[config.mk]
export PLATFORM = sky130hd
export DESIGN_NAME = npu_apb_port
export DESIGN_NICKNAME = d
export VERILOG_FILES = /design/src/verilog/npu_pkg.sv /design/src/verilog/npu_apb_port.sv
export VERILOG_INCLUDE_DIRS = /design/src /design/src/verilog
export SDC_FILE = /design/constraint.sdc
export NUM_CORES = 1
export LEC_CHECK = 0
export ABC_CLOCK_PERIOD_IN_PS = 2600
export BUFFER_PORTS_ARGS = -buffer_cell sky130_fd_sc_hd__buf_2
export CAP_MARGIN = 30
export CORE_MARGIN = 10
export CORE_UTILIZATION = 25
export DETAILED_ROUTE_END_ITERATION = 6
export HOLD_SLACK_MARGIN = 0.1
export PLACE_DENSITY = 0.69
export SETUP_SLACK_MARGIN = 0.3
export SLEW_MARGIN = 25
export SYNTH_ARGS = -nofsm -noshare
export SYNTH_HDL_FRONTEND = slang
export SYNTH_SLANG_ARGS = --single-unit
[constraint.sdc]
create_clock -name clk_50 -period 2.6 [get_ports clk_50]
set_input_delay 0.26 -clock clk_50 [delete_from_list [all_inputs] [get_ports clk_50]]
set_output_delay 0.26 -clock clk_50 [all_outputs]
set_load 0.005 [all_outputs]
[src/verilog/npu_config.svh]
`ifndef NPU_CONFIG_SVH
`define NPU_CONFIG_SVH

// ********************
// Scratch memory geometry
// ********************
`define NPU_MEM_WORDS 32
`define NPU_MEM_AW 5

// ********************
// Matrix engine
// ********************
`define NPU_DIM 3
`define NPU_STEPS 7 // 3*DIM-2 skewed steps

// ********************
// APB register map, byte addresses
// ********************
`define NPU_REG_SRC1 12'h100
`define NPU_REG_SRC2 12'h104
`define NPU_REG_DST 12'h108
`define NPU_REG_CTRL 12'h10C
`define NPU_REG_STATUS 12'h110

`endif

[src/verilog/npu_pkg.sv]
`include "npu_config.svh"

package npu_pkg;

    typedef logic [31:0] npu_word_t;
    typedef logic [`NPU_MEM_AW-1:0] npu_addr_t; // Wraps modulo memory depth

    typedef struct packed {
        npu_addr_t src1;
        npu_addr_t src2;
        npu_addr_t dst;
        logic start; // One cycle pulse
    } npu_cmd_t;

    typedef struct packed {
        logic error; // Bit 2
        logic done;
        logic busy; // Bit 0
    } npu_status_t;

    typedef struct packed {
        logic en;
        npu_addr_t addr;
        npu_word_t data;
    } npu_wr_t;

    // Left edge feeds rows, top edge feeds columns
    typedef struct packed {
        npu_word_t [0:`NPU_DIM-1] a;
        npu_word_t [0:`NPU_DIM-1] b;
        logic clear;
    } npu_edge_t;

    typedef struct packed {
        npu_word_t [0:`NPU_DIM*`NPU_DIM-1] c; // Row-major
    } npu_tile_t;

endpackage

[src/verilog/npu_apb_port.sv]
`timescale 1ns/1ns
`include "npu_config.svh"

module npu_apb_port (
    input  logic                clk_50,
    input  logic                rst,
    input  logic                psel,
    input  logic                penable,
    input  logic                pwrite,
    input  logic [11:0]         paddr,
    input  npu_pkg::npu_word_t  pwdata,
    output npu_pkg::npu_word_t  prdata,
    output logic                pready,
    output logic                pslverr,
    input  logic                busy,
    input  logic                done,
    input  npu_pkg::npu_word_t  mem_rdata,
    output npu_pkg::npu_addr_t  host_raddr,
    output npu_pkg::npu_wr_t    host_wr,
    output npu_pkg::npu_cmd_t   cmd,
    output logic                irq
);

    logic access;
    logic wr_ok;
    logic is_mem, is_src1, is_src2, is_dst, is_ctrl, is_status;
    logic mapped;
    logic start_req;
    npu_pkg::npu_addr_t src1_q, src2_q, dst_q;
    logic done_q, error_q;
    npu_pkg::npu_status_t status;

    // ********************
    // Address decode
    // ********************
    assign access = psel & penable;
    assign is_mem = paddr < 12'(`NPU_MEM_WORDS * 4);
    assign is_src1 = paddr == `NPU_REG_SRC1;
    assign is_src2 = paddr == `NPU_REG_SRC2;
    assign is_dst = paddr == `NPU_REG_DST;
    assign is_ctrl = paddr == `NPU_REG_CTRL;
    assign is_status = paddr == `NPU_REG_STATUS;
    assign mapped = is_mem | is_src1 | is_src2 | is_dst | is_ctrl | is_status;

    assign start_req = is_ctrl & pwrite & pwdata[0];
    assign pslverr = access & (~mapped | (is_mem & busy) | (start_req & busy));
    assign wr_ok = access & pwrite & ~pslverr;
    assign pready = 1'b1; // Zero wait states

    assign host_raddr = paddr[`NPU_MEM_AW+1:2];
    assign host_wr.en = wr_ok & is_mem;
    assign host_wr.addr = paddr[`NPU_MEM_AW+1:2];
    assign host_wr.data = pwdata;

    assign cmd.src1 = src1_q;
    assign cmd.src2 = src2_q;
    assign cmd.dst = dst_q;
    assign cmd.start = wr_ok & start_req; // Same cycle as the access phase

    assign status.busy = busy;
    assign status.done = done_q;
    assign status.error = error_q;
    assign irq = done_q;

    always_comb begin
        prdata = '0;
        if (is_mem) begin
            prdata = mem_rdata;
        end else if (is_src1) begin
            prdata = 32'(src1_q);
        end else if (is_src2) begin
            prdata = 32'(src2_q);
        end else if (is_dst) begin
            prdata = 32'(dst_q);
        end else if (is_status) begin
            prdata = 32'(status);
        end
    end

    // ********************
    // Command and status registers
    // ********************
    always_ff @(posedge clk_50 or posedge rst) begin
        if (rst) begin
            src1_q <= '0;
            src2_q <= '0;
            dst_q <= '0;
            done_q <= 1'b0;
            error_q <= 1'b0;
        end else begin
            if (wr_ok && is_src1) src1_q <= pwdata[`NPU_MEM_AW-1:0];
            if (wr_ok && is_src2) src2_q <= pwdata[`NPU_MEM_AW-1:0];
            if (wr_ok && is_dst) dst_q <= pwdata[`NPU_MEM_AW-1:0];

            if (cmd.start) begin
                done_q <= 1'b0;
            end else if (done) begin
                done_q <= 1'b1; // Sticky until next start
            end

            if (pslverr) begin
                error_q <= 1'b1;
            end else if (access && !pwrite && is_status) begin
                error_q <= 1'b0; // Read to clear
            end
        end
    end

endmodule

Word-level counts from Yosys, hierarchy flattened
Cells that the tools add are included.

Register bits after elaboration: 17. Input port bits: 83. Output and inout bits: 94.

Magnitude comparators: 1. Equal/unequal tests: 5. Muxes and demuxes: 9. Bitwise logic cells: 19. Reductions and logical operators: 8.

Operators with widths (count): 12-bit by 9-bit equality test with 1-bit output, second input constant (5); 32-bit two-way mux (1); 5-bit two-way mux (3); 12-bit by 8-bit < comparator with 1-bit output, second input constant (1); 1-bit bitwise AND (10); 1-bit OR (7); 1-bit logical AND (5); 1-bit two-way mux (4); 2-bit nonzero test (2); 3-bit two-way mux (1); 1-bit inverter (2); 1-bit zero test (1).

Longest topological paths before layout
Depth in word-level cells: 14. Depth in mapped cells: 5. Depth with buffers taken out: 4.

Worst setup path before layout
OpenSTA, ideal clock, no wires.

Path kind: input -> register. From: input port paddr[9]. To: register src1_q[0]. Library setup time: 0.125 ns. Arrival: 1.446 ns. Slack: 1.029 ns. Stages on the path: 4. Path through: nor4_4 -> nand4_2 -> nor3_4 -> mux2_2.

Longest elaborated chain between the ends: 13. Elaborated cells on any way between the ends: 22. Classes of those cells: 1 x order compare; 5 x eq/ne; 15 x bitwise; 1 x reduce/logical.

RTL lines: start, declared (RTL line npu_apb_port.sv:10) `input logic [11:0] paddr,`; 12-bit by 8-bit < comparator with 1-bit output / 12-bit by 9-bit equality test with 1-bit output (equally long branches); 1-bit OR (5 in series) (RTL line npu_apb_port.sv:43) `assign mapped = is_mem | is_src1 | is_src2 | is_dst | is_ctrl | is_status;`; 1-bit inverter (RTL line npu_apb_port.sv:46) `assign pslverr = access & (~mapped | (is_mem & busy) | (start_req & busy));`; 1-bit OR (2 in series) (RTL line npu_apb_port.sv:46); 1-bit bitwise AND (RTL line npu_apb_port.sv:46); 1-bit inverter (RTL line npu_apb_port.sv:47) `assign wr_ok = access & pwrite & ~pslverr;`; 1-bit bitwise AND (RTL line npu_apb_port.sv:47); 1-bit logical AND (*) (RTL line npu_apb_port.sv:91) `` if (wr_ok && is_src1) src1_q <= pwdata[`NPU_MEM_AW-1:0]; ``; end signal, assigned (RTL line npu_apb_port.sv:91); end, declared (RTL line npu_apb_port.sv:29) `npu_pkg::npu_addr_t src1_q, src2_q, dst_q;`.

Every way passes the cells marked *; elsewhere a longest branch is shown, timed or not. A chain may end at the register's enable or synchronous reset.

==> out/qor.yml <==
run_status:
  outcome: "completed"
logic_synthesis:
  yosysTopAreaCellShare: 0.281
  netlist_area_mm2: 0.00151
  yosysWarnings: 0
  syn_inst: 166
  synth_commonest_cells: "43 x buf_4, 27 x and2_1, 17 x dfrtp_1, 15 x mux2_2, 9 x nand2_1"
  synth_top_flop_cell: "dfrtp_1"
  postSynthAreaPerCell_um2: 9.12
  yosysMostFrequentCell: "buf_4"
  synth_edf_count: 0
  synth_area_leaders: "dfrtp_1 28%, buf_4 21%, and2_1 11%"
  syn-num-nets: 249
  ys_types: 32
  ys_ff_latch: 17
  synth-seq-area-share: 0.281
  synth_top_area_cell: "dfrtp_1"
  ys_async_sr_fraction: 1.00
route:
  viasPerCell: 4.53
  drtIter0Drc: 43
  final_antenna_net_count: 0
  routedWlPerCell_um: 19.6
  drc_errors: 0
  firstDrtPassIters: 4
  vias: 1435
  routed_wl_um: 6230
global_route:
  grt_pass1_wl_um: 9720
  grt_use_total: 0.124
  grt_pass1_vias: 1582
  grt_antenna_before_repair: 0
  gr-total-overflow: 0
  grt_start_max_net_pins: 34
setup_path:
  critical_path.endpoint_type: "output port"
  crit_path_frequent_cell: "buf_2"
  crit_fanout: 33
  worstPathRequired_ns: 2.34
  worst_setup_path_start_kind: "input pin"
  worst_ep_arrival_time_ns: 1.61
  cpPeakStageDelay_ns: 0.49
  cp_slowest_cell: "and2b_2"
  path_cells: "buf_2 -> nor4_4 -> and2b_2 -> and4b_1 -> buf_2"
  path_class: "input pin to output port"
pwr:
  p_per_area_mw_per_mm2: 297
  vdd_drop_max_v: 0.000169
  leakagePower_nw: 1.11
  p_total_w: 0.000568
finish:
  drive_above_1_share: 0.603
  final_core_util: 0.325
  diodes: 0
  area_growth_pct: 26.2
  nets: 326
  final_area_mm2: 0.00191
cts:
  cts_buffers: 3
  cts_root_buf: "clkbuf_8"
  clk_latency_ns: 0.25
  hold_buffers: 0
  path_clk_slew_ns: 0.07
  htreeDepth: 1
  cts_resized: 0
  post-cts-setup-buffers: 0
  cts.sinks: 17
  clock_path_buffers: 2
  cts_tree: "built"
die:
  dieArea_mm2: 0.00957
  std_cell_rows: 28
  ios: 177
  start_util: 0.257
  die_x_um: 97.8
  core_area_mm2: 0.00589
  die_y_um: 97.8
placement:
  dpl_cell_area_mm2: 0.00187
  routabilityCongestion: 0.810
  post-dp-hpwl_um: 5540
  place.port_buffers: 121
sta:
  finalMaxSlewViolations: 0
  tns_ns: 0
  worst_pin_slew_ns: 0.648
  slew_headroom: 0.567
  fin_crit_ns: 1.87
  setup_viol: 0
  fin_skew_ns: 0
  holdWs_ns: 0.0834
  grt_setup_unrepaired: "false"
  min_period_over_period: 0.720
  finalHoldViolations: 0
  fmax_mhz: 534
worst_hold_path:
  hp-class: "input pin to asynchronous set/reset pin"
job:
  cap_violations: 0
-- layer usage --
layer / track usage / wire [um]
met5: 0.0103 / 0
met4: 0.0235 / 69
met3: 0.0719 / 922
met2: 0.221 / 3180
met1: 0.122 / 2050
-- layout make-up --
class,instances,area [um2]
multi-input cells,98,733
repair buffers,121,606
well taps,75,93.8
flip-flops and latches,17,425
fillers,633,3980
clock buffers,4,45.0
inverters,2,7.51
-- worst max-delay path, delay by kind of cell --
family / cells / cell delay [ns]
AND/OR/NAND/NOR: 3 / 1.11
buffers and inverters: 2 / 0.24
-- through the flow --
stage	cells	setup WS (ns)
global route	317	0.525
global placement	313	0.721
CTS	317	0.687
floorplan	166	1.03
finish	317	0.728
detailed placement	313	0.692
-- report_power, final --
group / switching [W] / leakage, nW / internal, W
clock network: 0.0000871 / 0.0228 / 0.000109
logic: 0.0000551 / 0.859 / 0.0000517
registers: 0.000000228 / 0.227 / 0.000265
total: 0.000142 / 1.11 / 0.000425
-- final timing paths --
check / startpoint / endpoint / slack (ns) / cells after the start
worst max register to register: src1_q[2] / src1_q[2] / 1.82 / 1
worst min register to register: error_q / error_q / 0.52 / 2
max in group asynchronous: rst / src2_q[1] / 2.09 / 2
min in group clk_50: done / irq / 0.26 / 3
worst max-delay path: paddr[9] / host_wr[37] / 0.73 / 5
worst min-delay path: rst / src2_q[2] / 0.08 / 2
-- kinds of logic after synthesis --
kind of cell,synth area share
AO/OA/AOI/OAI,0.0760
buffers and inverters,0.235
flip-flops,0.281
multiplexers,0.131
other,0.00248
AND/OR/NAND/NOR,0.274
-- state kept, by name, indices dropped and copies added (netlist names) --
register and count:
dst_q 5, error_q 1, src1_q 5, src2_q 5
irq 1
-- cell usage in the layout (no fill, tap or decap), types with 3 or more instances in the layout --
cell type,n
o21ai_0,7
clkbuf_8,3
nor3_1,5
mux2_2,15
buf_2,121
and2_1,27
nor2_1,5
dfrtp_1,17
nand2_1,9
mux2i_1,3
No activity file was read; power rests on OpenSTA's default activity.
