## src/verilog/npu_config.svh

```systemverilog
`ifndef NPU_CONFIG_SVH
`define NPU_CONFIG_SVH

// ********************
// Scratch memory geometry
// ********************
`define NPU_MEM_WORDS 32
`define NPU_MEM_AW 5

// ********************
// Matrix engine
// ********************
`define NPU_DIM 3
`define NPU_STEPS 7 // 3*DIM-2 skewed steps

// ********************
// APB register map, byte addresses
// ********************
`define NPU_REG_SRC1 12'h100
`define NPU_REG_SRC2 12'h104
`define NPU_REG_DST 12'h108
`define NPU_REG_CTRL 12'h10C
`define NPU_REG_STATUS 12'h110

`endif

```

## src/verilog/npu_pkg.sv

```systemverilog
`include "npu_config.svh"

package npu_pkg;

    typedef logic [31:0] npu_word_t;
    typedef logic [`NPU_MEM_AW-1:0] npu_addr_t; // Wraps modulo memory depth

    typedef struct packed {
        npu_addr_t src1;
        npu_addr_t src2;
        npu_addr_t dst;
        logic start; // One cycle pulse
    } npu_cmd_t;

    typedef struct packed {
        logic error; // Bit 2
        logic done;
        logic busy; // Bit 0
    } npu_status_t;

    typedef struct packed {
        logic en;
        npu_addr_t addr;
        npu_word_t data;
    } npu_wr_t;

    // Left edge feeds rows, top edge feeds columns
    typedef struct packed {
        npu_word_t [0:`NPU_DIM-1] a;
        npu_word_t [0:`NPU_DIM-1] b;
        logic clear;
    } npu_edge_t;

    typedef struct packed {
        npu_word_t [0:`NPU_DIM*`NPU_DIM-1] c; // Row-major
    } npu_tile_t;

endpackage

```

## src/verilog/npu_operand_feeder.sv

```systemverilog
`timescale 1ns/1ns
`include "npu_config.svh"

module npu_operand_feeder (
    input  logic                clk_50,
    input  logic                rst,
    input  npu_pkg::npu_cmd_t   cmd,
    input  logic                done,
    output logic                busy,
    output npu_pkg::npu_addr_t  eng_raddr [2*`NPU_DIM],
    input  npu_pkg::npu_word_t  eng_rdata [2*`NPU_DIM],
    output npu_pkg::npu_edge_t  array_edge,
    output logic                tile_ready,
    output npu_pkg::npu_addr_t  dst
);

    logic feeding;
    logic clear_q;
    logic [2:0] step;
    npu_pkg::npu_addr_t src1_q, src2_q, dst_q;

    assign dst = dst_q;

    // ********************
    // Step sequencing
    // ********************
    always_ff @(posedge clk_50 or posedge rst) begin
        if (rst) begin
            busy <= 1'b0;
            feeding <= 1'b0;
            clear_q <= 1'b0;
            tile_ready <= 1'b0;
            step <= '0;
        end else begin
            clear_q <= 1'b0;
            tile_ready <= 1'b0;
            if (cmd.start) begin
                busy <= 1'b1;
                feeding <= 1'b1;
                clear_q <= 1'b1; // Coincides with step 0
                step <= '0;
            end else if (feeding) begin
                if (step == 3'(`NPU_STEPS - 1)) begin
                    feeding <= 1'b0;
                    tile_ready <= 1'b1; // Leaves one cycle for the last PE
                end else begin
                    step <= step + 3'd1;
                end
            end
            if (done) busy <= 1'b0;
        end
    end

    always_ff @(posedge clk_50) begin
        if (cmd.start) begin
            src1_q <= cmd.src1;
            src2_q <= cmd.src2;
            dst_q <= cmd.dst;
        end
    end

    // ********************
    // Skewed fetch, lane l lags by l steps
    // ********************
    always_comb begin
        int k;
        array_edge = '0;
        array_edge.clear = clear_q;
        for (int l = 0; l < `NPU_DIM; l++) begin
            k = int'(step) - l;
            eng_raddr[l] = src1_q + npu_pkg::npu_addr_t'(`NPU_DIM * l + k); // A[l][k]
            eng_raddr[`NPU_DIM + l] = src2_q + npu_pkg::npu_addr_t'(`NPU_DIM * k + l); // B[k][l]
            if (feeding && k >= 0 && k < `NPU_DIM) begin
                array_edge.a[l] = eng_rdata[l];
                array_edge.b[l] = eng_rdata[`NPU_DIM + l];
            end
        end
    end

endmodule

```

## config.mk

```make
export PLATFORM = sky130hd
export DESIGN_NAME = npu_operand_feeder
export DESIGN_NICKNAME = d
export VERILOG_FILES = /design/src/verilog/npu_pkg.sv /design/src/verilog/npu_operand_feeder.sv
export VERILOG_INCLUDE_DIRS = /design/src /design/src/verilog
export SDC_FILE = /design/constraint.sdc
export NUM_CORES = 1
export LEC_CHECK = 0
export ABC_AREA = 1
export BUFFER_PORTS_ARGS = -buffer_cell sky130_fd_sc_hd__buf_2
export CORE_AREA = 10 10 163 165
export DETAILED_ROUTE_END_ITERATION = 12
export DIE_AREA = 0 0 173 175
export HOLD_SLACK_MARGIN = 0.15
export PLACE_DENSITY_LB_ADDON = 0.2
export REMOVE_ABC_BUFFERS = 1
export SYNTH_ARGS = -nofsm -noshare
export SYNTH_HDL_FRONTEND = slang
export SYNTH_SLANG_ARGS = --single-unit
```

## constraint.sdc

```tcl
create_clock -name clk_50 -period 3.5 [get_ports clk_50]
set_clock_uncertainty 0.15 [all_clocks]
set_input_delay 0.175 -clock clk_50 [delete_from_list [all_inputs] [get_ports clk_50]]
set_output_delay 0.175 -clock clk_50 [all_outputs]
set_load 0.02 [all_outputs]
```

== Yosys cells after proc, flatten, opt, wreduce, memory -nomap -nowiden ==
Index checks and enable logic that the tools add are counted.
Widths: inputs -> output; s select.
Operators by class
  $lt $le $gt $ge: 6
  reduce and logical (&&, ||, !) cells: 9
  eq/ne operators: 2
  $mul: 3
  multiplexer cells: 18
  add/sub/neg operators: 13
Operator list (count)
  $mux 32: 6
  $add 5x5->5: 5
  $mul 3x4->5 const A: 2
  $mux 1: 9
  $mux 3: 3
  $ge 4x1->1 const B: 2
  $lt 4x3->1 const B: 2
  $logic_and 1x1->1: 6
  $add 3x4->5 const A: 1
  $add 4x4->5 const A: 1
  $add 5x2->5 const B: 1
  $add 5x3->5: 1
  $add 5x3->5 const B: 1
  $mul 2x3->5 const A: 1
  $reduce_bool 2->1: 2
  $sub 3x1->4 const B: 1
  $sub 3x2->4 const B: 1
  $add 3x1->3 const B: 1
  $eq 3x3->1 const B: 1
  $ge 3x1->1 const B: 1
  $lt 3x2->1 const B: 1
  $ne 2x2->1 const B: 1
  $reduce_and 2->1: 1
Word-level totals
  output and inout port bits: 230
  logic and storage cells: 59
  register bits after elaboration: 22

== Longest topological paths before layout ==
Gate-level depths: netlist (run 1).
  depth after elaboration: 5
  depth in mapped cells: 14
  gate-level depth less buffers: 14

== Least setup slack after synthesis (run 1) ==
Ideal clock, no wire load.
  kind: flip-flop to output port
  from: reg step[1]
  to: out eng_raddr[8] (netlist name)
  cell stages (with the launch flop): 10
  data arrival time: 2921 ps
  path slack: 254 ps
  buffers on the path: 0
  path through: dfrtp_1 > inv_1 > ha_1 > xnor2_1 > inv_1 > ha_1 > inv_1 > fa_1 > fa_1 > xnor2_1
RTL lines
  from (decl): line npu_operand_feeder.sv:19  | logic [2:0] step;
  from (signal assigned): line npu_operand_feeder.sv:47  | step <= step + 3'd1;
  to (decl): line npu_operand_feeder.sv:10  | output npu_pkg::npu_addr_t eng_raddr [2*`NPU_DIM],

==> results.yml, run 1 <==
global_routing:
  track_usage_pct: 12.7
  grt_antenna_before_repair: 2
  grt_pass1_vias: 4955
  grt_pass1_wl_um: 30600
  grt_max_degree: 65
  overflow: 0
cells_and_area:
  finalNonFillerCells: 1426
  final_area_um2: 6760
  fin_util_pct: 29.1
  area_growth_pct: 70.9
  drive_above_1_share_pct: 47.1
  final_common_cell: "buf_2"
  seq_area_um2: 627
  multi_input_area_um2: 2210
  n_fill_cell: 2681
  nets: 1372
  n_antenna_cell: 0
  final_cell_mix: "buf_2 (440), inv_1 (255), nor2_1 (141)"
setup_path:
  reg2reg_slack_ps: 2060
  slowest_delay_ps: 530
  reg2regPathDepth: 8
  crit_path_frequent_cell: "inv_1"
  r2r_end: "step[2]"
  path_cells: "inv_2, ha_1, xnor2_2, inv_1, ha_1, inv_1, fa_1, inv_1, ha_1, nand3_1, nand3_1, inv_1, nand2_1, nand2_1, buf_2"
  crit_buf_inv: 6
  crit_slowest_cell: "fa_1"
  worstPathRequired_ps: 3170
  criticalPathCategory: "reg2out"
  critPathMaxFanout: 5
  cp.depth: 15
  critPathCaptureType: "output pin"
  cp-start-kind: "register"
  cp.arrival_ps: 2940
  cp-endpoint: "eng_raddr[9]"
  worst_path_dominant_cell_family: "adder cells"
  cp-startpoint: "step[1]"
  reg2reg_from: "step[1]"
synthesis:
  ys_types: 21
  synth_area_leaders: "inv_1 (24%), nor2_1 (13%), ha_1 (13%)"
  seq_area_frac_synth_pct: 15.8
  ys_seq_elements: 22
  synth_top_area_share_pct: 24.3
  syn_inst: 659
  yosys_warnings: 0
  synth.avg_cell_area_um2: 6.01
  syn_area_um2: 3960
  yosys.area.top_type: "inv_1"
power:
  powerDensity_nw_per_um2: 375
  swShare_pct: 53.9
  power_frac_seq_pct: 12.5
  peakVddDrop_mv: 0.156
  leakage_nw: 4.75
  power_frac_comb_pct: 75.7
  power_frac_clock_pct: 11.8
  p_switching_mw: 1.36
  p_int_mw: 1.17
drt:
  dr_total_vias: 4973
  drc_errors: 0
  drt_iter0_drc: 189
  wl_per_cell_um: 14.6
  routed_via_density: 3.49
  routed_wl_um: 20800
  ant_nets: 0
  dr.pass1.iters: 5
placed_design:
  dp_cells: 1404
  dp_hpwl_um: 18700
  place_area_um2: 6470
  gp_congestion: 0.829
  numPortBuffers: 440
floorplanning:
  start_util_pct: 17.0
  fp-row-count: 56
  dieWidth_um: 173
  dieArea_um2: 30300
  die_h_um: 175
  core_um2: 23300
  pin_count: 441
clock_tree:
  clkSinkCount: 22
  cts_inserted_buffers: 3
  cts_tree: "yes"
  htree_levels: 1
  cts_max_path_buffers: 2
  clock_latency_ps: 260
  clk_pin_slew_ps: 70
  cts-root-buf: "clkbuf_16"
run:
  max_cap_violations: 0
sta:
  grt_setup_unrepaired: "false"
  finalHoldViolations: 0
  setup_violations: 0
  worstMarginPinSlew_ps: 621
  final.period_utilization_pct: 93.2
  period_needed_ps: 3260
  max_slew_margin_pct: 58.5
  finalSetupTns_ps: 0
  slew_viol_final: 0
  fmax_ghz: 0.306
run_status:
  run_status: "finished clean"
hold_path:
  hold_path.class: "in2async"
[final cells by class]
type | count | area share, %
repair buffers | 468 | 36.5
multi-input cells | 357 | 32.6
inverters | 256 | 14.2
flip-flops and latches | 22 | 9.27
well taps | 319 | 5.90
clock buffers | 4 | 1.48
[sequential cells by signal, summed over array words and instances (netlist names)]
signal      flops
dst             5
src1_q          5
src2_q          5
step            3
busy            1
clear_q         1
feeding         1
tile_ready      1
[how the worst min path moves through the flow]
stage / startpoint / cells after the start / end
6_report: rst / 3 / clear_q
3_3_place_gp: rst / 2 / clear_q
2_1_floorplan: rst / 1 / busy
5_1_grt: rst / 3 / clear_q
3_5_place_dp: rst / 2 / clear_q
4_1_cts: rst / 3 / clear_q
[cells in the mapped netlist, drive strengths merged]
master	count
nor2	201
buf	24
a21oi	6
xor2	5
fa	12
edfxtp	15
ha	41
nand3	18
inv	256
o21ai	4
nand2	61
nand4	1
xnor2	7
nand3b	1
dfrtp	7
[worst min-delay path, cell delays in order]
cell	delay [ps]
dlygate4sd3_1	530
buf_2	120
inv_1	230
[cells by family (layout without fill, tap and decap cells)]
| kind of cell | Yosys count | in the layout | share of synthesized area [%] |
|---|---|---|---|
| buf+inv | 280 | 728 | 28.6 |
| fa+ha+maj | 53 | 53 | 19.0 |
| flops | 22 | 22 | 15.8 |
| compound gates | 10 | 10 | 1.26 |
| xor+xnor | 12 | 12 | 2.66 |
| simple gates | 282 | 282 | 32.6 |
[timing repair]
item / in CTS / in global routing
resized for setup: 0 / 3
buffers inserted: 0 / 0
endpoints found under the hold margin: 24 / 0
endpoints found under the setup margin: 0 / 1
hold buffers: 18 / 0
[power groups by stage]
| stage | combinational, mW | sequential, mW | clock [mW] |
|---|---|---|---|
| 6_report | 1.92 | 0.318 | 0.298 |
| 2_1_floorplan | 1.19 | 0.332 | 0 |
| 4_1_cts | 1.99 | 0.317 | 0.304 |
| 5_1_grt | 2.16 | 0.321 | 0.318 |
| 3_5_place_dp | 1.97 | 0.323 | 0 |
| 3_3_place_gp | 1.97 | 0.323 | 0 |
[metrics by stage]
stage	hold slack, ps	setup WS [ps]	power (mW)
final	248	237	2.53
after global routing	277	0.464	2.79
after CTS	252	135	2.62
after detailed placement	-14.6	426	2.29
after global placement	-7.91	435	2.29
after floorplan	-172	211	1.52
[routing by layer]
layer | wire length [um] | part of all wire, % | track usage (%)
met2 | 11300 | 54 | 25.1
met3 | 1240 | 6.0 | 2.89
met1 | 8080 | 39 | 13.9
met4 | 125 | 0.60 | 1.01
met5 | 13 | 0.063 | 0
(Power assumes the default switching activity.)
==> inputs of run 2 (changes only) <==
ABC_AREA = default   (was 1)
CORE_AREA = 10 10 161 163   (was 10 10 163 165)
DIE_AREA = 0 0 171 173   (was 0 0 173 175)
PLACE_DENSITY = 0.55   (was default)
PLACE_DENSITY_LB_ADDON = default   (was 0.2)
==> results.yml, run 2 <==
setup_path:
  critPathMaxFanout: 7
  reg2reg_from: "step[0]"
  worstPathRequired_ps: 3170
  crit_path_frequent_cell: "inv_1"
  cp.arrival_ps: 2940
  worst_path_dominant_cell_family: "adder cells"
  cp-start-kind: "register"
  crit_buf_inv: 6
  cp.depth: 13
  slowest_delay_ps: 500
  cp-startpoint: "step[1]"
  crit_slowest_cell: "fa_1"
  criticalPathCategory: "reg2out"
  critPathCaptureType: "output pin"
  reg2regPathDepth: 7
  path_cells: "inv_1, buf_4, ha_1, a21boi_4, inv_1, ha_1, inv_1, fa_1, inv_1, ha_1, a21oi_1, xnor2_1, buf_4"
synthesis:
  syn_area_um2: 3430
  yosys_warnings: 0
  synth-edff-count: 15
  yosys.area.top_type: "and2_1"
  ys_types: 27
  synth_top_area_share_pct: 23.3
  syn_inst: 399
  ys_seq_elements: 22
  ys_async_sr_fraction_pct: 31.8
  synth_area_leaders: "and2_1 (23%), ha_1 (15%), and2_2 (14%)"
  synth.avg_cell_area_um2: 8.60
  ys.flop_type: "edfxtp_1"
  synth.most_common_cell: "and2_1"
  synth_commonest_cells: "and2_1 (128), and2_2 (64), inv_1 (47)"
  seq_area_frac_synth_pct: 18.2
sta:
  holdWs_ps: 240
  setup_ws_ps: 236
  period_needed_ps: 3260
  fmax_ghz: 0.306
  slew_viol_final: 0
  worstMarginPinSlew_ps: 518
  final.period_utilization_pct: 93.2
  grt_setup_unrepaired: "false"
  max_slew_margin_pct: 65.2
  finalSetupTns_ps: 0
  setup_violations: 0
  finalHoldViolations: 0
clock_tree:
  clock_latency_ps: 250
  htree_levels: 1
  cts_inserted_buffers: 3
  cts-root-buf: "clkbuf_16"
  cts_tree: "yes"
  cts_max_path_buffers: 2
  clk_pin_slew_ps: 60
  clkSinkCount: 22
cells_and_area:
  final_cell_mix: "buf_2 (439), and2_1 (128), and2_2 (64)"
  multi_input_area_um2: 2530
  area_growth_pct: 81.6
  nets: 1113
  n_antenna_cell: 0
  final_common_cell: "buf_2"
  n_fill_cell: 2484
  seq_area_um2: 626
  drive_above_1_share_pct: 61.9
floorplanning:
  start_util_pct: 15.2
  fp-row-count: 55
  pin_count: 441
  dieArea_um2: 29600
  core_um2: 22600
  dieWidth_um: 171
  die_h_um: 173
global_routing:
  overflow: 0
  grt_antenna_before_repair: 4
  track_usage_pct: 12.9
  grt_max_degree: 65
  grt_pass1_vias: 4457
  grt_pass1_wl_um: 29400
drt:
  routed_via_density: 3.65
  dr.pass1.iters: 4
  dr_total_vias: 4137
  drt_iter0_drc: 146
  drc_errors: 0
  routed_wl_um: 20700
  ant_nets: 0
  wl_per_cell_um: 18.3
power:
  power.total_mw: 2.70
  powerDensity_nw_per_um2: 433
  leakage_nw: 3.76
  peakVddDrop_mv: 0.292
placed_design:
  numPortBuffers: 440
  dp_hpwl_um: 18800
  dp_slack_ps: 337
  gp_congestion: 0.879
run:
  max_cap_violations: 0
run_status:
  run_status: "finished clean"
hold_path:
  hold_path.class: "in2async"
==> run 2: cell count changes after synthesis, moves of 16 or more <==
| cell | previous run | this run |
|---|---|---|
| and2_1 | 0 | 128 |
| and2_2 | 0 | 64 |
| inv_1 | 256 | 47 |
| nand2_1 | 60 | 3 |
| nand3_1 | 16 | 0 |
| nor2_1 | 141 | 5 |
| nor2_2 | 55 | 0 |
==> run 2: area by class of cell <==
type,count,area share (%)
Multi-Input combinational cell,307,40.5
Clock buffer,4,1.42
Tap cell,285,5.72
Inverter,47,2.83
Timing Repair Buffer,468,39.4
Sequential cell,22,10.0
==> run 2: logic make-up after synthesis <==
family	synth area share, %
flops	18.2
xor+xnor	6.63
simple gates	39.9
mux	0.292
compound gates	4.56
fa+ha+maj	21.9
buf+inv	8.42
==> run 2: worst paths after layout <==
path / slack [ps] / endpoint
max in group asynchronous: 2750 / step[1]
min reg2reg: 350 / busy
min in group clk_50: 350 / busy
min: 240 / busy
max reg2reg: 1670 / step[1]
max: 240 / eng_raddr[9]
==> run 2: repair_timing <==
item,4_1_cts,5_1_grt
buffers inserted,0,0
endpoints found under the setup margin,0,2
hold endpoints to repair,24,0
hold buffers,18,0
resized for setup,0,4
==> run 2: per-stage QoR <==
step,cell area [um2],util (%),std cells
finish,6240,27.6,1133
global route,6240,27.6,1133
CTS,6220,27.6,1133
detailed placement,5950,26.4,1111
global placement,5950,26.4,1111
floorplan,3320,-,376
==> run 2: layer usage <==
metal	GRT usage (%)	routed length, um
met5	0	31
met4	1.20	131
met3	5.03	2350
met2	23.8	10600
met1	13.9	7670
==> run 2: worst reg2reg max path: cells and delay by family, from the launching register on <==
kind	cells	cell delay, ps
buf+inv	2	220
simple gates	2	160
fa+ha+maj	1	230
compound gates	2	600
flops	1	340
==> run 2: power breakdown <==
| part | switching, mW | internal (mW) | leakage, nW | total (mW) |
|---|---|---|---|---|
| clock network | 0.0858 | 0.174 | 0.0442 | 0.260 |
| registers | 0.0145 | 0.301 | 0.233 | 0.316 |
| logic | 1.31 | 0.814 | 3.48 | 2.13 |
