## src/verilog/npu_config.svh

```systemverilog
`ifndef NPU_CONFIG_SVH
`define NPU_CONFIG_SVH

// ********************
// Scratch memory geometry
// ********************
`define NPU_MEM_WORDS 32
`define NPU_MEM_AW 5

// ********************
// Matrix engine
// ********************
`define NPU_DIM 3
`define NPU_STEPS 7 // 3*DIM-2 skewed steps

// ********************
// APB register map, byte addresses
// ********************
`define NPU_REG_SRC1 12'h100
`define NPU_REG_SRC2 12'h104
`define NPU_REG_DST 12'h108
`define NPU_REG_CTRL 12'h10C
`define NPU_REG_STATUS 12'h110

`endif

```

## src/verilog/npu_pkg.sv

```systemverilog
`include "npu_config.svh"

package npu_pkg;

    typedef logic [31:0] npu_word_t;
    typedef logic [`NPU_MEM_AW-1:0] npu_addr_t; // Wraps modulo memory depth

    typedef struct packed {
        npu_addr_t src1;
        npu_addr_t src2;
        npu_addr_t dst;
        logic start; // One cycle pulse
    } npu_cmd_t;

    typedef struct packed {
        logic error; // Bit 2
        logic done;
        logic busy; // Bit 0
    } npu_status_t;

    typedef struct packed {
        logic en;
        npu_addr_t addr;
        npu_word_t data;
    } npu_wr_t;

    // Left edge feeds rows, top edge feeds columns
    typedef struct packed {
        npu_word_t [0:`NPU_DIM-1] a;
        npu_word_t [0:`NPU_DIM-1] b;
        logic clear;
    } npu_edge_t;

    typedef struct packed {
        npu_word_t [0:`NPU_DIM*`NPU_DIM-1] c; // Row-major
    } npu_tile_t;

endpackage

```

## src/verilog/npu_result_writer.sv

```systemverilog
`timescale 1ns/1ns
`include "npu_config.svh"

module npu_result_writer (
    input  logic                clk_50,
    input  logic                rst,
    input  logic                tile_ready,
    input  npu_pkg::npu_addr_t  dst,
    input  npu_pkg::npu_tile_t  tile,
    output npu_pkg::npu_wr_t    eng_wr,
    output logic                done
);

    localparam int unsigned LAST = `NPU_DIM * `NPU_DIM - 1;

    logic active;
    logic [3:0] idx;
    npu_pkg::npu_tile_t tile_q;
    npu_pkg::npu_addr_t dst_q;

    always_ff @(posedge clk_50 or posedge rst) begin
        if (rst) begin
            active <= 1'b0;
            idx <= '0;
        end else if (tile_ready) begin
            active <= 1'b1;
            idx <= '0;
        end else if (active) begin
            if (idx == 4'(LAST)) begin
                active <= 1'b0;
            end else begin
                idx <= idx + 4'd1;
            end
        end
    end

    always_ff @(posedge clk_50) begin
        if (tile_ready) begin
            tile_q <= tile; // Snapshot, array may keep running
            dst_q <= dst;
        end
    end

    // ********************
    // One word per cycle
    // ********************
    assign eng_wr.en = active;
    assign eng_wr.addr = dst_q + npu_pkg::npu_addr_t'(idx); // Wraps past the top
    assign eng_wr.data = tile_q.c[idx];
    assign done = active && (idx == 4'(LAST)); // With the last write

endmodule

```

## config.mk

```make
export PLATFORM = sky130hd
export DESIGN_NAME = npu_result_writer
export DESIGN_NICKNAME = d
export VERILOG_FILES = /design/src/verilog/npu_pkg.sv /design/src/verilog/npu_result_writer.sv
export VERILOG_INCLUDE_DIRS = /design/src /design/src/verilog
export SDC_FILE = /design/constraint.sdc
export NUM_CORES = 1
export LEC_CHECK = 0
export ABC_AREA = 1
export BUFFER_PORTS_ARGS = -buffer_cell sky130_fd_sc_hd__clkbuf_2
export CAP_MARGIN = 0
export CORE_MARGIN = 2
export CORE_UTILIZATION = 45
export CTS_CLUSTER_SIZE = 14
export DETAILED_ROUTE_END_ITERATION = 16
export GPL_TIMING_DRIVEN = 1
export PLACE_DENSITY_LB_ADDON = 0.2
export SYNTH_ARGS = -nofsm -noshare
export SYNTH_HDL_FRONTEND = slang
export SYNTH_SLANG_ARGS = --single-unit
```

## constraint.sdc

```tcl
create_clock -name clk_50 -period 3.9 [get_ports clk_50]
set_input_delay 0.585 -clock clk_50 [delete_from_list [all_inputs] [get_ports clk_50]]
set_output_delay 0.585 -clock clk_50 [all_outputs]
set_load 0.005 [all_outputs]
```

Word-level counts from Yosys, hierarchy flattened

Index checks and enable logic that the tools add are counted.

Multiply operators: 0
Reductions and logical operators: 3
Equality and inequality tests: 2
Div/mod/pow operators: 0
Add/subtract/negate cells: 2
Shifts and indexed selects: 0
Bitwise logic cells: 1
Order comparisons: 1
Muxes and demuxes: 9

Operators with widths:

| kind                | number |
|---|---|
| $bmux 32 s4         | 1 |
| $mux 32             | 2 |
| $mux 4              | 3 |
| $add 5x4->5         | 1 |
| $ge 5x5->1 const B  | 1 |
| $not 4->5           | 1 |
| $add 4x1->4 const B | 1 |
| $eq 4x4->1 const B  | 1 |
| $mux 1              | 3 |
| $ne 2x2->1 const B  | 1 |
| $reduce_and 2->1    | 1 |
| $reduce_bool 2->1   | 1 |
| $logic_and 1x1->1   | 1 |

Bits in read-only memories: 0
Bits in latches: 0
Word-level logic and storage cells: 30
Memories: 0
Output and inout bits: 39
Memory bits (writable): 0
Bits of input ports: 296
Bits in registers: 298

Logic depth before layout (Yosys ltp)

Gate-level depths: netlist of the first run.

Depth in word-level cells: 4
Depth in mapped cells: 10
Depth with buffers taken out: 7

Worst setup path before layout of the first run

No wires, ideal clock.

Path type: reg-to-output
Start: register idx[1]
End: output port eng_wr[36] (netlist bit)
Setup slack: 1.636 ns
Data arrival time: 1.679 ns
Required time: 3.315 ns
Stages on the path, launching flop included: 7
Buffers on the path: 2
Path through: dfrtp_1 > inv_2 > buf_2 > buf_2 > fa_1 > o21ai_0 > xor2_1

RTL lines:

| element                | line                    | text |
|---|---|---|
| from (decl)            | npu_result_writer.sv:17 | `logic [3:0] idx;` |
| from (signal assigned) | npu_result_writer.sv:32 | `idx <= idx + 4'd1;` |
| to (decl)              | npu_result_writer.sv:10 | `output npu_pkg::npu_wr_t eng_wr,` |

==> results.md, run 1 <==
Outcome:
- The flow ran to the end, and the final reports show no timing, DRC or antenna violations.

Yosys:
- The area share of fa/ha/maj cells after synthesis is 0.750%.
- The cell area that synthesis handed to floorplanning was 0.0127 mm^2.
- In this run, synthesis produced a sequential element count of 298.
- The synthesis warning total is 0.
- The total nets after synthesis is 1,469.
- The synthesized netlist cell count is 1,166.
- The post-synthesis cell type count is 22.
- The fraction of the mapped netlist area in compound gates is 0.276%.
- Of the total synthesized cell area, the portion taken by AND, OR, NAND and NOR gates is 19.7%.
- Measured against the total synthesized area, the mux share comes to 0%.
- The share of the Yosys chip area taken by registers is 70.4%.
- The average instance in the mapped netlist occupies 10.9 um^2.
- The share of the synthesized netlist area taken by xor and xnor gates is 0.276%.
- By area, the combinational part of the netlist is dominated by simple AND/OR/NAND/NOR gates.

Clocking:
- The clock latency at the later pin of the worst-skew pair is 0.50 ns.
- The number of buffers on the longest clock path is 3.
- The clock-pin slew on the worst setup and hold paths is 0.06 ns.
- The clock sink count is 298.
- Buffers added to address setup during post-CTS repair amount to 0.
- The CTS root buffer is clkbuf_16.
- In this run, post-CTS repair resized a total of 0 instances.
- The number of buffers inserted during clock tree synthesis is 35.
- TritonCTS built the clock tree.
- The clock tree synthesis step divided the H-tree into 2 levels.

Pwr:
- IR analysis of the VDD net gives a maximum drop of 0.000332 V.
- For this design the ratio of total power to cell area is 490 mW/mm^2.
- For this design the static power due to leakage is 7.45 nW.
- After layout, the design draws a total of 7.69 mW.

Route:
- In the final routing, the length of wire on met1 measures 12,900 um.
- The total number of vias is 8,985.
- Summed over all nets, wire length on met2 after detailed routing comes to 15,000 um.
- In the routed layout, each cell is associated on average with a via count of 4.73.
- The DRC violations left is 0.
- The uppermost layer routed is met5.
- The total met3 wirelength after detailed routing is 2540 um.
- In this run the remaining antenna-violating nets after routing total 0.
- Dividing the detail-routed wire length by the instance count gives 16.4 um.
- The initial detailed-routing violation count is 624.
- For this run, the detailed router's first-pass iteration total came to 6.
- After detailed routing, the total wire length is 31,200 um.

Floorplanning:
- The number of ports placed on the die boundary is 335.
- The initial utilization of the core area, before any placement, comes to 45.6%.
- The floorplan has 61 rows.
- The region available for standard cell placement spans 0.0278 mm^2.
- The die covers 0.0295 mm^2.
- The horizontal die dimension is 172 um.
- The overall die height is 172 um.

Global routing:
- The total global-route track usage is 20.8%.
- The global-route wire length before repair is 46,200 um.
- Global routing finished with a remaining overflow of 0.
- The number of global-route vias before repair is 8,671.
- The largest net degree at the start of global routing is 91.
- The initial antenna violation count is 4.

Critical path:
- The peak per-stage delay on the critical path is 0.64 ns.
- The count of buffer and inverter cells on the critical path is 3.
- The type of the worst setup path is register to primary output.
- The arrival time of data at the critical path endpoint is 2.66 ns.
- The worst setup path is captured at a primary output.
- For this design, the slowest cell found on the critical path is dfrtp_4.
- Walking the worst path, the cells encountered are inv_4 -> buf_4 -> nand2_1 -> nand3_1 -> nand3_1 -> nand3_1 -> nand2_1 -> clkbuf_2.
- The worst path required time is 3.31 ns.
- The library cell appearing most often on the critical path is nand3_1.
- In this design, the largest share of critical-path delay is due to buffers and inverters.
- The startpoint type of the worst setup path is a register.
- Along the worst path, the maximum fanout reaches 39.

STA:
- The final count of negative-setup-slack endpoints is 0.
- Setup repair after global routing left no endpoint under its margin.
- In the finished design, the share of the clock period the worst path needs comes to 83.2%.
- After layout, the minimum clock period comes to 3.24 ns.
- The remaining max-slew budget at the tightest pin is 36.1%.
- Based on the critical path, the design can be clocked at up to 308 MHz.
- Setup slack closes at 0.655 ns.
- The final count of hold timing violations is 0.
- The total count of max-transition violations in the final report came to 0.
- The post-route setup TNS is 0 ns.
- The clock skew after layout is 0.00339 ns.
- The slew at the pin closest to its max-slew limit is 0.959 ns.

Min path:
- The tightest min-delay check is of the input pin to register type.

Final layout:
- Counting the fill cells in the layout gives 2,442.
- The area taken by multi-input logic gates is 0.00266 mm^2.
- The area used by sequential logic in the layout is 0.00893 mm^2.
- Of the cells placed in the final design, the portion with a size suffix greater than 1 is 26.6%.
- From synthesis to final layout, the design area changed by 23.9%.
- The final layout contains 1,796 nets.

Flow run:
- The max capacitance violation total is 0.

Placement:
- The final RePlAce weighted congestion is 0.775.
- OpenSTA, run right after detailed placement, puts the worst setup slack at 1.11 ns.
- Summed over all nets, the half-perimeter wirelength after detailed placement is 20,300 um.
- The port buffer count is 334.
==> registers in the layout, summed over array words and instances (netlist names) <==
register  cells
active        1
dst_q         5
idx           4
tile_q      288
==> synth_stat cells, drive strengths merged <==
library cell  number  area, um^2
nand4              2        12.5
buf               49         308
inv              201         754
nand3            198         991
nor2               1        3.75
nor4               1        21.3
ha                 6        75.1
clkbuf             8        30.0
edfxtp           293        8800
o21ai              5        25.0
xor2               3        26.3
dfrtp              5         125
a21oi              2        10.0
xnor2              1        8.76
fa                 1        20.0
nand2            389        1460
clkinv             1        3.75
==> final cells by class <==
| class | instances | share of cell area [%] |
|---|---|---|
| Clock inverter | 23 | 0.932 |
| Multi-Input combinational cell | 609 | 16.9 |
| Clock buffer | 40 | 5.70 |
| Tap cell | 378 | 3.01 |
| Inverter | 202 | 4.85 |
| Timing Repair Buffer | 347 | 11.7 |
| Sequential cell | 298 | 56.9 |
| Antenna cell | 3 | 0.0478 |
==> worst reg2reg max path, delay by kind of cell, from the launching register on <==
family,cells,cell delay [ns]
fa+ha+maj,1,0.21
buf+inv,2,0.73
compound gates,1,0.08
flops,1,0.64
simple gates,4,0.41
==> cells by family after synthesis <==
logic type,count (synthesis)
buf+inv,259
flops,298
xor+xnor,4
simple gates,591
fa+ha+maj,7
compound gates,7
==> cell usage in the layout, fill, tap and decap left out, types with 2 or more instances in the layout <==
| cell | Yosys | layout |
|---|---|---|
| nand2_1 | 388 | 388 |
| clkbuf_2 | 0 | 333 |
| edfxtp_1 | 293 | 293 |
| nand3_1 | 198 | 198 |
| inv_1 | 198 | 198 |
| clkbuf_16 | 0 | 35 |
| clkinv_1 | 1 | 9 |
| clkinv_2 | 0 | 8 |
| buf_4 | 18 | 8 |
| ha_1 | 6 | 6 |
| o21ai_0 | 5 | 5 |
| clkbuf_1 | 8 | 5 |
| buf_12 | 0 | 4 |
| diode_2 | 0 | 3 |
| inv_2 | 3 | 3 |
| xor2_1 | 3 | 3 |
| inv_6 | 0 | 3 |
| a21oi_1 | 2 | 2 |
| nand4_1 | 2 | 2 |
| dfrtp_1 | 5 | 2 |
| dfrtp_2 | 0 | 2 |
==> power breakdown <==
group | leakage [nW] | switching (mW) | internal (mW)
registers | 2.93 | 0.0746 | 3.80
logic | 4.01 | 0.507 | 0.342
clock network | 0.515 | 1.24 | 1.72
==> path summary, 6_finish.rpt <==
check                          from          to  slack (ns)  cells after the start
setup / recovery             idx[0]  eng_wr[11]        0.66                      8
hold / removal             tile[24]  tile_q[24]        0.25                      1
setup reg to reg             idx[0]      idx[3]        1.67                      8
hold reg to reg              active      active        0.61                      2
max in group asynchronous       rst      idx[0]        3.14                      3
min in group asynchronous       rst      idx[1]        0.53                      3
==> metal layers <==
layer  track usage [%]  vias to the layer above
met5                 0                        -
met4              6.72                        4
met3              4.65                       52
met2              34.6                      330
met1              27.1                     4150
li1                  -                     4449
==> per-stage QoR <==
step                      instances  area (um^2)  hold slack, ns  util [%]
after detailed placement       1833        14600           0.495      52.7
after global routing           1898        15700           0.227      56.5
after floorplan                1166        12700           0.364         -
after global placement         1833        14600           0.497      52.7
final                          1900        15700           0.249      56.5
after CTS                      1897        15700           0.222      56.5
==> what timing repair did <==
action,4_1_cts,5_1_grt
hold buffers,1,0
endpoints found under the hold margin,5,0
setup endpoints to repair,0,0
Note: power is estimated with default switching activity, not from simulation.
==> inputs of run 2 (changes only) <==
--- a/config.mk
+++ b/config.mk
@@ -6,7 +6,7 @@
 export SDC_FILE = /design/constraint.sdc
 export NUM_CORES = 1
 export LEC_CHECK = 0
-export ABC_AREA = 1
+export ABC_AREA = 0
 export BUFFER_PORTS_ARGS = -buffer_cell sky130_fd_sc_hd__clkbuf_2
 export CAP_MARGIN = 0
 export CORE_MARGIN = 2
==> constraint.sdc (replaced) <==
create_clock -name clk_50 -period 2.8 [get_ports clk_50]
set_input_delay 0.42 -clock clk_50 [delete_from_list [all_inputs] [get_ports clk_50]]
set_output_delay 0.42 -clock clk_50 [all_outputs]
set_load 0.005 [all_outputs]
==> results.md, run 2 <==
Pwr:
- The relative contribution of combinational cells to total power is 11.3% (+0.3 points).
- The static leakage power is 5.81 nW (-22%).
- The switching power share of the total is 21.1% (-2.7 points).
- The design internal power came to 8.10 mW (+38%).
- The clock group share of total power is 36.2% (-2.3 points).
- The overall power of the completed layout was 10.3 mW (+34%).
- The power per unit of standard cell area is 690 mW/mm^2 (+41%).
- The maximum vdd ir drop was 0.000471 V (+42%).
- The share of power burned in registers is 52.5% (+2.1 points).
- The switching power total is 2.17 mW (+19%).

STA:
- Setup repair after global routing left no endpoint under its margin.
- The fraction of the cycle the final worst path needs is 96.8%.
- The clock skew after layout came to 0.00371 ns (+0.000320 ns).
- The final count of negative-setup-slack endpoints is 0 (unchanged).
- The slew at the pin closest to its max-slew limit came to 0.554 ns (-0.405 ns).
- The worst hold slack across all endpoints was 0.0457 ns (-0.203 ns).
- The final count of hold timing violations is 0 (unchanged).
- The total count of max-transition violations in the final report is 0 (unchanged).
- The final critical-path required period is 2.71 ns.
- The smallest setup slack after layout is 0.0899 ns (-0.565 ns).
- For this run, the top clock speed supported by timing is 369 MHz.
- The remaining max-slew budget at the tightest pin was 63.1% (+27 points).
- The post-route setup TNS is 0 ns (unchanged).

Clocking:
- The CTS root buffer is clkbuf_16.
- The clock-pin slew on the worst setup and hold paths is 0.06 ns (about the same).
- The clock latency at the later pin of the worst-skew pair is 0.54 ns (+0.04 ns).
- The number of buffers on the longest clock path was 3 (unchanged).
- The number of buffers inserted during clock tree synthesis came to 30 (-14%).
- The clock sink count came to 298 (unchanged).
- The level count of the clock H-tree is 1 (-1).
- TritonCTS built the clock tree.

Yosys:
- The synthesized design spends more area on one cell type than any other, namely edfxtp_1.
- The share of flip-flops with an asynchronous set or reset after synthesis is 1.68% (unchanged).
- By area the synthesized netlist is led by edfxtp_1 75%, mux4_2 6.2%, mux2_2 4.5%.
- The synthesis warning total was 0 (unchanged).
- Among all cell types in the netlist, the one instantiated most often is edfxtp_1.
- The register area share after synthesis is 76.2% (+5.8 points).
- The share of the synthesized area in the top cell type is 75.1% (+5.7 points).
- The post-synthesis cell type count was 28 (+27%).
- The mean cell area of the mapped netlist is 19.7 um^2 (+81%).
- The number of enable flip-flop cells after synthesis came to 293 (unchanged).
- The post-synthesis sequential element count is 298 (unchanged).
- The commonest cells after synthesis are 293 x edfxtp_1, 47 x mux2_2, 36 x nand2_1, 36 x nor2_1.
- The total nets after synthesis came to 898 (-39%).
- The synthesized netlist cell count is 595 (-49%).
- For this run, the leading register cell type out of synthesis is edfxtp_1.
- The post-synthesis instance area is 0.0117 mm^2 (-7.6%).

Final layout:
- The share of post-route cells with drive strength above 1 is 53.2% (+27 points).
- The final-stage net count is 1,263 (-30%).
- The final standard cell count with taps included and fillers excluded is 1,318 (-31%).
- Leaving out fill and tap cells, the most frequent cells in the layout are 333 x clkbuf_2, 293 x edfxtp_1, 47 x mux2_2, 36 x nor2_1, 35 x nand2_1.
- The library cell used most frequently in the layout, excluding fill and tap cells, is clkbuf_2.
- In the final layout, the registers with the most flip-flops are tile_q: 288 flops, dst_q: 5 flops, idx: 4 flops.
- The number of flip-flops under the largest register name is 288 (unchanged).
- tile_q holds more flip-flops than any other register.
- The post-layout instance area is 0.0149 mm^2 (-5.3%).
- The area growth from synthesis to layout is 26.9%.
- The utilization of the core after routing is 57.5% (+1.0 points).

Min path:
- In this run the worst hold path is classified as input pin to register.
- The hold path depth is 1 (unchanged).

Critical path:
- The type of the worst setup path is register to primary output.
- For this design, the slowest cell found on the critical path is dfrtp_4.
- The logic depth of the worst register-to-register path was 7 (-1).
- Traced cell by cell, the critical path runs through buf_4 -> buf_4 -> buf_4 -> mux4_2 -> nor2_1 -> o31ai_2 -> clkbuf_2.
- The cell class contributing the biggest share of worst-path delay is buffers and inverters.
- The cell that appears most often on the critical path is buf_4.
- The worst path required time was 2.38 ns (-0.93 ns).
- The startpoint type of the worst setup path is a register.
- The peak fanout along the critical path is 11 (-72%).
- STA classifies the critical path endpoint as a primary output.
- The peak per-stage delay on the critical path is 0.53 ns (-0.11 ns).
- The arrival time of data at the critical path endpoint is 2.29 ns (-0.37 ns).
- The total stage count of the critical path is 7 (-1).
- The count of buffer and inverter cells on the critical path is 4 (+1).

Route:
- The detailed-router iteration count before antenna repair is 5 (-1).
- The count of antenna-violating nets left after detailed routing is 0 (unchanged).
- The initial detailed-routing violation count is 514 (-18%).
- The total wire length is 27,000 um (-14%).
- The total number of vias was 6,695 (-25%).
- The routed length per placed instance is 20.5 um (+25%).
- The DRC violations left was 0 (unchanged).
- The vias per cell is 5.08 (+7.4%).

Placement:
- The final RePlAce weighted congestion came to 0.773 (-0.26%).
- The port buffer count is 334 (unchanged).
- The post-placement worst setup slack is 0.501 ns (-0.611 ns).
- The half-perimeter wire length after placement was 18,900 um (-6.5%).
- The placed instance count came to 1,253 (-32%).
- The cell area after placement came to 0.0138 mm^2 (-5.5%).

Floorplanning:
- The horizontal die dimension is 165 um (-3.8%).
- The row count is 59 (-3.3%).
- The starting density of the core is 45.3% (-0.29 points).
- The overall die height is 165 um (-3.8%).
- The placeable core area is 0.0258 mm^2 (-7.0%).
- The number of ports placed on the die boundary was 335 (unchanged).
- The die area is 0.0273 mm^2 (-7.4%).

Global routing:
- The global-route wire length before repair came to 38,400 um (-17%).
- The total global-route track usage was 18.9% (-1.9 points).
- The global-route congestion overflow total is 0 (unchanged).
- The number of global-route vias before repair is 6,863 (-21%).
- The largest net degree at the start of global routing is 67 (-26%).
- The initial antenna violation count is 3 (-1).

Outcome:
- The run finished with clean final reports.

Flow run:
- The max capacitance violation total is 0 (unchanged).
run 2: cell count changes in the layout (fill, tap and decap cells not counted), sizes merged, moves of 35 or more:
cell,delta
mux2,+64
nor2,+35
nand2,-353
inv,-197
nand3,-196
run 2: logic make-up after synthesis:
| logic type | count (synthesis) | share of synthesized area, % |
|---|---|---|
| flops | 298 | 76.2 |
| simple gates | 78 | 2.77 |
| mux | 96 | 12.3 |
| buf+inv | 41 | 2.10 |
| compound gates | 69 | 5.38 |
| fa+ha+maj | 7 | 0.812 |
| xor+xnor | 6 | 0.449 |
run 2: worst register-to-register path, stage by stage (launching register included):
cell      delay [ns]
dfrtp_4         0.51
buf_16          0.27
inv_1           0.13
ha_1            0.20
nand3b_1        0.15
nand2_1         0.12
xnor2_1         0.16
nor2_1          0.05
run 2: power by group through the flow:
stage | combinational [mW] | sequential (mW) | clock (mW)
after floorplan | 0.614 | 5.44 | 0
after global placement | 1.13 | 5.48 | 0
after detailed placement | 1.14 | 5.49 | 0
after CTS | 1.15 | 5.40 | 3.81
after global routing | 1.27 | 5.42 | 3.98
final | 1.16 | 5.39 | 3.72
run 2: worst paths after layout:
path	from	end	slack [ns]
hold reg to reg	active	idx[1]	0.66
hold / removal	tile[244]	tile_q[244]	0.05
min in group asynchronous	rst	idx[3]	0.33
setup / recovery	idx[1]	eng_wr[27]	0.09
max in group asynchronous	rst	idx[1]	2.27
setup reg to reg	idx[0]	idx[0]	1.07
run 2: routing by layer:
| metal | track usage (%) | share of wire, % | vias to the layer above |
|---|---|---|---|
| li1 | - | - | 3112 |
| met1 | 23.9 | 39 | 3281 |
| met2 | 32.3 | 51 | 263 |
| met3 | 4.12 | 7.4 | 39 |
| met4 | 6.94 | 2.5 | 0 |
| met5 | 0 | 0 | - |
run 2: what timing repair did:
action,4_1_cts,5_1_grt
resized for setup,2,8
buffers inserted,1,6
hold buffers,1,0
cloned,0,2
pin swaps,0,1
endpoints found under the hold margin,5,0
endpoints found under the setup margin,27,31
run 2: layout make-up:
| class | count | area, um^2 |
|---|---|---|
| antenna | 5 | 12.5 |
| timing repair buffer | 366 | 2010 |
| clock buffer | 37 | 798 |
| sequential | 298 | 8930 |
| inverter | 8 | 30.0 |
| multi-input combinational | 256 | 2550 |
| fill | 2040 | 11000 |
| clock inverter | 13 | 106 |
| tap | 335 | 419 |
